[src/rtl/zx_mem_pkg.sv]
/*
 Shared types and constants for the Spectrum memory paging core.
 RAM addresses are byte addresses into a 16-bit wide SDRAM.
 The memory mode encoding follows the configuration menu order.
 Bank numbers are 16K units counted from address zero of the RAM.
*/
`default_nettype none

package zx_mem_pkg;

	// ========================================================================
	// Widths with a meaning
	// ========================================================================
	typedef logic [15:0] cpu_addr_t;   // Z80 address
	typedef logic [7:0]  byte_t;
	typedef logic [23:0] ram_addr_t;   // Byte address in SDRAM
	typedef logic [15:0] ram_word_t;   // One SDRAM word

	// Memory model, sampled at reset
	typedef enum logic [2:0] {
		MODE_STD128    = 3'd0,
		MODE_P1024     = 3'd1,
		MODE_PROFI1024 = 3'd2,
		MODE_ZX48      = 3'd3,
		MODE_PLUS3     = 3'd4
	} mem_mode_e;

	// ========================================================================
	// Bundles
	// ========================================================================
	typedef struct packed {
		cpu_addr_t addr;
		byte_t     dout;     // CPU write data
		logic      io_wr;
		logic      mem_rd;
		logic      mem_wr;
	} cpu_bus_t;

	typedef struct packed {
		byte_t     reg_7ffd;
		byte_t     reg_1ffd;
		byte_t     reg_eff7;
		logic [2:0] page_ext;  // Upper RAM bank bits (1024K machines)
		mem_mode_e mode;
	} page_state_t;

	// Request toward the SDRAM controller
	typedef struct packed {
		ram_addr_t addr;
		ram_word_t din;      // Write byte in both halves
		logic [1:0] ds;      // Byte lanes, high then low
		logic      we;
	} ram_req_t;

	typedef enum logic {
		PORT_IDLE,
		PORT_WAIT
	} port_state_e;

	// Fixed banks of the 4000 and 8000 windows
	localparam logic [2:0] BANK_SCREEN = 3'd5;
	localparam logic [2:0] BANK_MID    = 3'd2;

endpackage

`default_nettype wire

[src/rtl/paging_regs.sv]
/*
 Paging registers for 128K, +3, Profi and Pentagon 1024 machines.
 Writes take effect on the rising edge of io_wr, so io_wr must be
 low for at least one clock between two port writes.
 The memory mode is taken from mode_cfg only while reset is high.
 The lock bit holds all ports until the next reset.
*/
`default_nettype none

module paging_regs import zx_mem_pkg::*; (
	input  logic        clk_sys,
	input  logic        reset,
	input  cpu_bus_t    cpu,
	input  mem_mode_e   mode_cfg,
	output page_state_t page_state
);

	logic      io_wr_d;
	logic      io_wr_rise;
	logic      zx48;
	logic      plus3;
	logic      p1024;
	logic      pf1024;
	logic      page_disable;
	logic      sel_7ffd;
	logic      sel_1ffd;
	logic      sel_dffd;
	logic      sel_eff7;
	cpu_addr_t a;

	assign a = cpu.addr;

	// Mode flags
	assign zx48   = (page_state.mode == MODE_ZX48);
	assign plus3  = (page_state.mode == MODE_PLUS3);
	assign p1024  = (page_state.mode == MODE_P1024);
	assign pf1024 = (page_state.mode == MODE_PROFI1024);

	// ========================================================================
	// Paging lock
	// ========================================================================
	// Pentagon 1024 only honours 7FFD bit 5 when EFF7 bit 2 allows it
	assign page_disable = zx48
		| (~p1024 & page_state.reg_7ffd[5])
		| (p1024 & page_state.reg_eff7[2] & page_state.reg_7ffd[5]);

	// ========================================================================
	// Port decode
	// ========================================================================
	// +3 needs A14 to tell 7FFD apart from 1FFD
	assign sel_7ffd = ~a[15] & ~a[1] & (a[14] | ~plus3);
	assign sel_1ffd = plus3 & (a[15:12] == 4'b0001) & ~a[1];
	assign sel_dffd = pf1024 & (a == 16'hDFFD);   // Full decode on Profi
	assign sel_eff7 = p1024 & (a[15:13] == 3'b111) & ~a[12] & ~a[3];

	assign io_wr_rise = cpu.io_wr & ~io_wr_d;

	always_ff @(posedge clk_sys) begin
		if (reset) begin
			io_wr_d             <= 1'b0;
			page_state.reg_7ffd <= '0;
			page_state.reg_1ffd <= '0;
			page_state.reg_eff7 <= '0;
			page_state.page_ext <= '0;
			page_state.mode     <= mode_cfg;   // Model fixed until next reset
		end else begin
			io_wr_d <= cpu.io_wr;

			if (io_wr_rise && !page_disable) begin
				if (sel_7ffd) begin
					page_state.reg_7ffd <= cpu.dout;
					// Pentagon extra bank bits ride on D7..D5
					if (p1024 && !page_state.reg_eff7[2])
						page_state.page_ext <= {cpu.dout[5], cpu.dout[7:6]};
				end else if (sel_1ffd) begin
					page_state.reg_1ffd <= cpu.dout;
				end

				if (sel_dffd)
					page_state.page_ext <= cpu.dout[2:0];   // Profi bank extension

				if (sel_eff7)
					page_state.reg_eff7 <= cpu.dout;
			end
		end
	end

endmodule

`default_nettype wire

[src/rtl/page_mapper.sv]
/*
 Translates a CPU address into an SDRAM byte address.
 Purely combinational, valid as soon as page_state and addr settle.
 ROM pages sit above ROM_BASE in 16K steps, which must be a multiple
 of 40000 hex. RAM banks start at address zero.
 ROM is read only except in the +3 all-RAM modes.
*/
`default_nettype none

module page_mapper import zx_mem_pkg::*; #(
	parameter ram_addr_t ROM_BASE = 24'h200000
) (
	input  page_state_t page_state,
	input  cpu_addr_t   addr,
	output ram_addr_t   map_addr,
	output logic        map_wr_ok
);

	logic       plus3;
	logic       zx48;
	logic       special;
	logic       rom_area;
	logic [3:0] rom_page;
	logic [5:0] bank;       // 16K RAM bank number
	logic [2:0] sp_bank;
	ram_addr_t  rom_addr;

	// Bank layout of the +3 all-RAM configurations
	function automatic logic [2:0] special_bank(
		input logic [1:0] cfg,
		input logic [1:0] region
	);
		case (cfg)
			2'b00: special_bank = {1'b0, region};              // 0,1,2,3
			2'b01: special_bank = {1'b1, region};              // 4,5,6,7
			2'b10: begin
				if (region == 2'd3)
					special_bank = 3'd3;                        // 4,5,6,3
				else
					special_bank = {1'b1, region};
			end
			default: begin
				if (region == 2'd3)
					special_bank = 3'd3;                        // 4,7,6,3
				else if (region == 2'd1)
					special_bank = 3'd7;
				else
					special_bank = {1'b1, region};
			end
		endcase
	endfunction

	assign plus3    = (page_state.mode == MODE_PLUS3);
	assign zx48     = (page_state.mode == MODE_ZX48);
	assign special  = page_state.reg_1ffd[0];
	assign rom_area = (addr[15:14] == 2'b00);

	// ========================================================================
	// ROM page select
	// ========================================================================
	always_comb begin
		if (plus3)
			rom_page = {2'b01, page_state.reg_1ffd[2], page_state.reg_7ffd[4]};
		else
			rom_page = {zx48, 2'b01, zx48 | page_state.reg_7ffd[4]};
	end

	assign rom_addr = ROM_BASE + {6'd0, rom_page, 14'd0};

	// ========================================================================
	// RAM bank select
	// ========================================================================
	always_comb begin
		sp_bank = special_bank(page_state.reg_1ffd[2:1], addr[15:14]);
		case (addr[15:14])
			2'b01:   bank = {3'd0, BANK_SCREEN};
			2'b10:   bank = {3'd0, BANK_MID};
			default: bank = {page_state.page_ext, page_state.reg_7ffd[2:0]};
		endcase

		if (special)
			map_addr = {7'd0, sp_bank, addr[13:0]};
		else if (rom_area)
			map_addr = rom_addr | {10'd0, addr[13:0]};
		else
			map_addr = {4'd0, bank, addr[13:0]};
	end

	assign map_wr_ok = ~(rom_area & ~special);   // ROM write protect

endmodule

`default_nettype wire

[src/rtl/sdram_port.sv]
/*
 CPU side request port toward a 16-bit SDRAM controller.
 Each access flips ram_req_tgl once; the controller flips ram_ack_tgl
 when done. Both toggles live in the clk_sys domain.
 The CPU may only start a new access while ram_ready is high.
 ram_q must hold read data until the next request is issued.
*/
`default_nettype none

module sdram_port import zx_mem_pkg::*; (
	input  logic      clk_sys,
	input  logic      reset,
	input  cpu_bus_t  cpu,
	input  ram_addr_t map_addr,
	input  logic      map_wr_ok,
	output ram_req_t  ram_req_out,
	output logic      ram_req_tgl,
	input  logic      ram_ack_tgl,
	input  ram_word_t ram_q,
	output byte_t     ram_dout,
	output logic      ram_ready
);

	port_state_e state;
	logic        rd_d;
	logic        wr_d;
	logic        rd_start;
	logic        wr_start;
	logic        new_req;
	logic        ack_match;
	logic        req_we;
	ram_addr_t   req_addr;
	ram_word_t   req_din;
	logic [1:0]  req_ds;

	// Strobe edges, ROM writes are dropped here
	assign rd_start  = cpu.mem_rd & ~rd_d;
	assign wr_start  = cpu.mem_wr & ~wr_d & map_wr_ok;
	assign new_req   = rd_start | wr_start;
	assign ack_match = (ram_ack_tgl == ram_req_tgl);

	// ========================================================================
	// Request control
	// ========================================================================
	always_ff @(posedge clk_sys) begin
		if (reset) begin
			rd_d        <= 1'b0;
			wr_d        <= 1'b0;
			ram_req_tgl <= 1'b0;
			req_we      <= 1'b0;
			state       <= PORT_IDLE;
		end else begin
			rd_d <= cpu.mem_rd;
			wr_d <= cpu.mem_wr;

			if (new_req) begin
				ram_req_tgl <= ~ram_req_tgl;   // Hand a new access over
				req_we      <= wr_start;
				state       <= PORT_WAIT;
			end else if (state == PORT_WAIT && ack_match) begin
				state <= PORT_IDLE;
			end
		end
	end

	// Request payload
	always_ff @(posedge clk_sys) begin
		if (new_req) begin
			req_addr <= map_addr;
			req_din  <= {cpu.dout, cpu.dout};
			// Odd byte in the upper lane
			req_ds   <= wr_start ? {map_addr[0], ~map_addr[0]} : 2'b11;
		end
	end

	assign ram_req_out.addr = req_addr;
	assign ram_req_out.din  = req_din;
	assign ram_req_out.ds   = req_ds;
	assign ram_req_out.we   = req_we;

	// ========================================================================
	// Return path
	// ========================================================================
	assign ram_dout  = req_addr[0] ? ram_q[15:8] : ram_q[7:0];
	assign ram_ready = ~new_req & ((state == PORT_IDLE) | ack_match);

endmodule

`default_nettype wire

[src/rtl/zx_memory_top.sv]
/*
 Memory paging core of a Spectrum family machine.
 Port writes change paging one clock after the io_wr edge.
 Memory accesses are passed on to the SDRAM with a toggle handshake
 and ram_ready is the CPU wait line.
 ROM_BASE places the ROM images in SDRAM.
*/
`default_nettype none

module zx_memory_top import zx_mem_pkg::*; #(
	parameter ram_addr_t ROM_BASE = 24'h200000
) (
	input  logic      clk_sys,
	input  logic      reset,
	input  cpu_bus_t  cpu,
	input  mem_mode_e mode_cfg,
	output ram_req_t  ram_req_out,
	output logic      ram_req_tgl,
	input  logic      ram_ack_tgl,
	input  ram_word_t ram_q,
	output byte_t     ram_dout,
	output logic      ram_ready
);

	page_state_t page_state;
	ram_addr_t   map_addr;
	logic        map_wr_ok;

	paging_regs paging_regs_i (
		.clk_sys    (clk_sys),
		.reset      (reset),
		.cpu        (cpu),
		.mode_cfg   (mode_cfg),
		.page_state (page_state)
	);

	page_mapper #(
		.ROM_BASE (ROM_BASE)
	) page_mapper_i (
		.page_state (page_state),
		.addr       (cpu.addr),
		.map_addr   (map_addr),
		.map_wr_ok  (map_wr_ok)
	);

	sdram_port sdram_port_i (
		.clk_sys     (clk_sys),
		.reset       (reset),
		.cpu         (cpu),
		.map_addr    (map_addr),
		.map_wr_ok   (map_wr_ok),
		.ram_req_out (ram_req_out),
		.ram_req_tgl (ram_req_tgl),
		.ram_ack_tgl (ram_ack_tgl),
		.ram_q       (ram_q),
		.ram_dout    (ram_dout),
		.ram_ready   (ram_ready)
	);

endmodule

`default_nettype wire

[config.mk]
export PLATFORM = sky130hd
export DESIGN_NAME = zx_memory_top
export DESIGN_NICKNAME = d
export VERILOG_FILES = /design/src/rtl/zx_mem_pkg.sv /design/src/rtl/paging_regs.sv /design/src/rtl/page_mapper.sv /design/src/rtl/sdram_port.sv /design/src/rtl/zx_memory_top.sv
export SDC_FILE = /design/constraint.sdc
export NUM_CORES = 1
export LEC_CHECK = 0
export BUFFER_PORTS_ARGS = -buffer_cell sky130_fd_sc_hd__buf_2
export CORE_MARGIN = 4
export CORE_UTILIZATION = 43
export DETAILED_ROUTE_END_ITERATION = 10
export HOLD_SLACK_MARGIN = 0.12
export PLACE_DENSITY = 0.73
export SLEW_MARGIN = 15
export SYNTH_ARGS = -nofsm -noshare
export SYNTH_HDL_FRONTEND = slang
export SYNTH_SLANG_ARGS = --single-unit
[constraint.sdc]
create_clock -name clk_sys -period 5.01 [get_ports clk_sys]
set_clock_uncertainty 0.15 [all_clocks]
set_input_delay 1.002 -clock clk_sys [delete_from_list [all_inputs] [get_ports clk_sys]]
set_output_delay 1.002 -clock clk_sys [all_outputs]
set_load 0.05 [all_outputs]
==> metrics.txt <==
# TYPE chip_impl_metric gauge
chip_impl_info{name="cts_root_buffer",value="sky130_fd_sc_hd__clkbuf_8"} 1
chip_impl_metric{name="grt_antenna_before_repair",unit=""} 0
chip_impl_info{name="synth-main-ff-cell",value="sky130_fd_sc_hd__edfxtp_1"} 1
chip_impl_info{name="critical_path.top_delay_family",value="buffers and inverters"} 1
chip_impl_metric{name="synth_seq_area_share",unit="%"} 58.1
chip_impl_metric{name="i_o_pin_total",unit=""} 102
chip_impl_info{name="worstHoldPathType",value="flop to flop"} 1
chip_impl_metric{name="h-tree-depth",unit=""} 2
chip_impl_metric{name="route.vias.total",unit=""} 1881
chip_impl_metric{name="grt_first_pass_wirelength",unit="mm"} 8.19
chip_impl_metric{name="synth-edff-count",unit=""} 34
chip_impl_metric{name="fin_tns_setup",unit="ns"} 0
chip_impl_metric{name="cellLeakagePower",unit="nW"} 1.23
chip_impl_metric{name="mappedNetlistArea",unit="um2"} 2380
chip_impl_metric{name="power_density",unit="nW/um2"} 346
chip_impl_metric{name="die_area",unit="um2"} 6780
chip_impl_metric{name="start_util",unit="%"} 45.4
chip_impl_info{name="path_common_cell",value="sky130_fd_sc_hd__buf_2"} 1
chip_impl_metric{name="detail-route-antenna-nets",unit=""} 0
chip_impl_info{name="critical_path.startpoint",value="cpu[26]"} 1
chip_impl_metric{name="dieHeight",unit="um"} 82.3
chip_impl_info{name="worst_setup_path_start_kind",value="input pin"} 1
chip_impl_metric{name="half_perimeter_wire_length_of_the_detailed_placement_result",unit="mm"} 4.27
chip_impl_metric{name="portBuffers",unit=""} 98
chip_impl_metric{name="routed_wire_length_per_instance",unit="um"} 15.3
chip_impl_info{name="mostFrequentLayoutCell",value="sky130_fd_sc_hd__buf_2"} 1
chip_impl_metric{name="required",unit="ns"} 3.86
chip_impl_info{name="timing.rr.start",value="paging_regs_i.page_state[2]$_DFFE_PP_"} 1
chip_impl_info{name="slowest_stage",value="sky130_fd_sc_hd__nor2b_1"} 1
chip_impl_metric{name="number_of_max_slew_violations_in_the_final_report",unit=""} 0
chip_impl_metric{name="drive_gt1_share",unit="%"} 42.2
chip_impl_info{name="outcome",value="completed"} 1
chip_impl_metric{name="cts_resized",unit=""} 0
chip_impl_info{name="crit_chain",value="buf_2 > inv_1 > ha_1 > nor2b_1 > o21ai_4 > a21oi_1 > buf_2"} 1
chip_impl_metric{name="maximum_vdd_ir_drop",unit="mV"} 0.213
chip_impl_metric{name="clkLatencyLatePin",unit="ns"} 0.31
chip_impl_metric{name="largest_net_degree_at_the_start_of_global_routing",unit=""} 33
chip_impl_metric{name="fillerInstances",unit=""} 474
chip_impl_metric{name="timing.critical_path.buf_inv",unit=""} 3
chip_impl_metric{name="fmax",unit="MHz"} 272
chip_impl_metric{name="drt-pass1-iter-count",unit=""} 4
chip_impl_metric{name="netlist_instances",unit=""} 198
chip_impl_metric{name="floorplan.core_area",unit="um2"} 5240
chip_impl_metric{name="final_number_of_setup_violating_endpoints",unit=""} 0
chip_impl_metric{name="n_antenna_cell",unit=""} 0
chip_impl_metric{name="synth.yosys.warnings",unit=""} 0
chip_impl_metric{name="route.detailed.vias_per_inst",unit=""} 5.24
chip_impl_metric{name="cts.path.max_buffers",unit=""} 2
chip_impl_metric{name="worst_slew_pin_tran",unit="ns"} 0.873
chip_impl_info{name="end_kind",value="output port"} 1
chip_impl_metric{name="delay_of_the_slowest_cell_on_the_worst_path",unit="ns"} 0.39
chip_impl_metric{name="number_of_synthesized_register_bits",unit=""} 52
chip_impl_info{name="hold_path.startpoint",value="sdram_port_i.state$_SDFFE_PP0P_"} 1
chip_impl_metric{name="cts.clk_slew.worst_paths",unit="ns"} 0.10
chip_impl_metric{name="grt_use_total",unit="%"} 16.1
chip_impl_metric{name="global_route.overflow_total",unit=""} 0
chip_impl_info{name="unrepaired_setup_endpoints_after_global_routing",value="false"} 1
chip_impl_metric{name="syn_avg_cell_area",unit="um2"} 12.0
chip_impl_metric{name="via_count_of_the_first_global_routing_pass",unit=""} 1697
chip_impl_info{name="tritoncts",value="yes"} 1
chip_impl_metric{name="synth.distinct_cells",unit=""} 40
chip_impl_metric{name="setup.reg_to_reg.worst_slack",unit="ns"} 2.65
chip_impl_metric{name="min_period_over_period",unit="%"} 73.4
chip_impl_metric{name="critical_path_peak_fanout",unit=""} 10
chip_impl_metric{name="width_of_the_chip",unit="um"} 82.3
chip_impl_metric{name="drt_first_iter_violations",unit=""} 70
chip_impl_metric{name="max-slew-margin-rel",unit="%"} 41.7
chip_impl_metric{name="numCtsBuffers",unit=""} 5
chip_impl_info{name="final_cell_mix",value="98 x sky130_fd_sc_hd__buf_2, 34 x sky130_fd_sc_hd__edfxtp_1, 18 x sky130_fd_sc_hd__dfxtp_1, 16 x sky130_fd_sc_hd__a21oi_1, 11 x sky130_fd_sc_hd__o21ai_0"} 1
chip_impl_metric{name="finalWeightedCongestion",unit=""} 0.878
chip_impl_metric{name="postSynth.asyncResetShare",unit="%"} 0
chip_impl_metric{name="cts_hold_repair.buffers",unit=""} 0
chip_impl_metric{name="worst-endpoint-arrival",unit="ns"} 2.52
chip_impl_metric{name="floorplan.rows",unit=""} 26
chip_impl_metric{name="drt_wl_total",unit="mm"} 5.50
chip_impl_metric{name="maxCapViolations",unit=""} 0
chip_impl_metric{name="final.min_clock_period",unit="ns"} 3.68
chip_impl_metric{name="cts_sinks",unit=""} 52
chip_impl_metric{name="postCtsSetupBuffers",unit=""} 0
chip_impl_metric{name="syn2layout_area_growth",unit="%"} 25.4
chip_impl_info{name="type_of_the_setup_path_with_the_least_slack",value="input pin to output port"} 1
chip_impl_metric{name="fin_nets",unit=""} 342
chip_impl_metric{name="detail_route.drc_violations",unit=""} 0
chip_impl_metric{name="hold_slack",unit="ns"} 0.332
chip_impl_metric{name="finalHoldViolCount",unit=""} 0
## stage by stage
stage	worst slack (ns)	std cells	total power [mW]	util [%]	area (um2)
after floorplan	0.0646	200	0.693	-	2380
after global placement	1.40	351	0.751	54.7	2860
after detailed placement	1.35	351	0.752	54.7	2860
after CTS	1.34	359	1.04	56.9	2980
after global routing	1.16	359	1.08	56.9	2980
final	1.33	359	1.03	56.9	2980
## path summary, 6_finish.rpt
| path | to | cells after the start |
|---|---|---|
| max | ram_ready | 7 |
| min | sdram_port_i.state$_SDFFE_PP0P_ | 2 |
| max reg2reg | paging_regs_i.page_state[16]$_SDFFE_PP0P_ | 4 |
| min reg2reg | sdram_port_i.state$_SDFFE_PP0P_ | 2 |
## sequential cells by signal, indices dropped and copies added, names as in the netlist
name	flops
paging_regs_i.page_state	15
sdram_port_i.rd_d	1
sdram_port_i.req_we	1
sdram_port_i.req_addr	21
sdram_port_i.req_din	8
sdram_port_i.state	1
sdram_port_i.ram_req_tgl	1
sdram_port_i.req_ds	2
sdram_port_i.wr_d	1
paging_regs_i.io_wr_d	1
## synthesized netlist by cell type, drive strengths merged (2+ instances only)
cell type / number / area, um2
edfxtp: 34 / 1020
dfxtp: 18 / 360
a21oi: 16 / 80.1
buf: 13 / 97.6
o21ai: 12 / 60.1
mux2: 10 / 113
nor2: 10 / 37.5
nand3: 8 / 40.0
nand2b: 6 / 37.5
clkbuf: 5 / 18.8
ha: 5 / 62.6
mux2i: 5 / 50.1
nand2: 5 / 18.8
nand4: 5 / 31.3
and2: 4 / 25.0
nand4b: 4 / 35.0
nor3: 4 / 20.0
a21boi: 3 / 22.5
a311o: 3 / 30.0
inv: 3 / 11.3
nor2b: 3 / 18.8
or3b: 3 / 26.3
nor3b: 2 / 15.0
o22ai: 2 / 12.5
## report_power, final
part / switching (mW) / internal (mW)
Combinational: 0.180 / 0.0595
Sequential: 0.0132 / 0.488
Clock: 0.139 / 0.150
## kinds of logic after synthesis
logic type / Yosys count / synth area share, %
mux: 15 / 6.85
fa+ha+maj: 5 / 2.63
compound gates: 43 / 11.5
xor+xnor: 2 / 0.737
buf+inv: 21 / 5.37
flops: 52 / 58.1
simple gates: 59 / 14.6
other cells: 1 / 0.158
## final cells by class
class                      instances  area, um2  area share (%)
tap                               70       87.6            2.94
clock buffer                       5       68.8            2.31
clock inverter                     3       46.3            1.55
inverter                           3       11.3           0.378
timing repair buffer              99        498            16.7
sequential                        52       1380            46.4
multi-input combinational        127        886            29.7
## per-layer routing
layer | wire length [um] | vias to the layer above | track usage, % | share of wire [%]
met5 | 0 | - | 0 | 0
met4 | 53 | 0 | 5.48 | 0.96
met3 | 501 | 7 | 3.47 | 9.1
li1 | - | 906 | - | -
met1 | 2320 | 878 | 21.6 | 42
met2 | 2630 | 90 | 25.6 | 48
## worst register-to-register path: stages (launching register included)
cell	delay (ns)
sky130_fd_sc_hd__edfxtp_1	0.50
sky130_fd_sc_hd__or3b_1	0.43
sky130_fd_sc_hd__a2111oi_2	0.84
sky130_fd_sc_hd__nand4_1	0.17
sky130_fd_sc_hd__a21oi_1	0.20
Note: power is estimated with default switching activity, not from simulation.
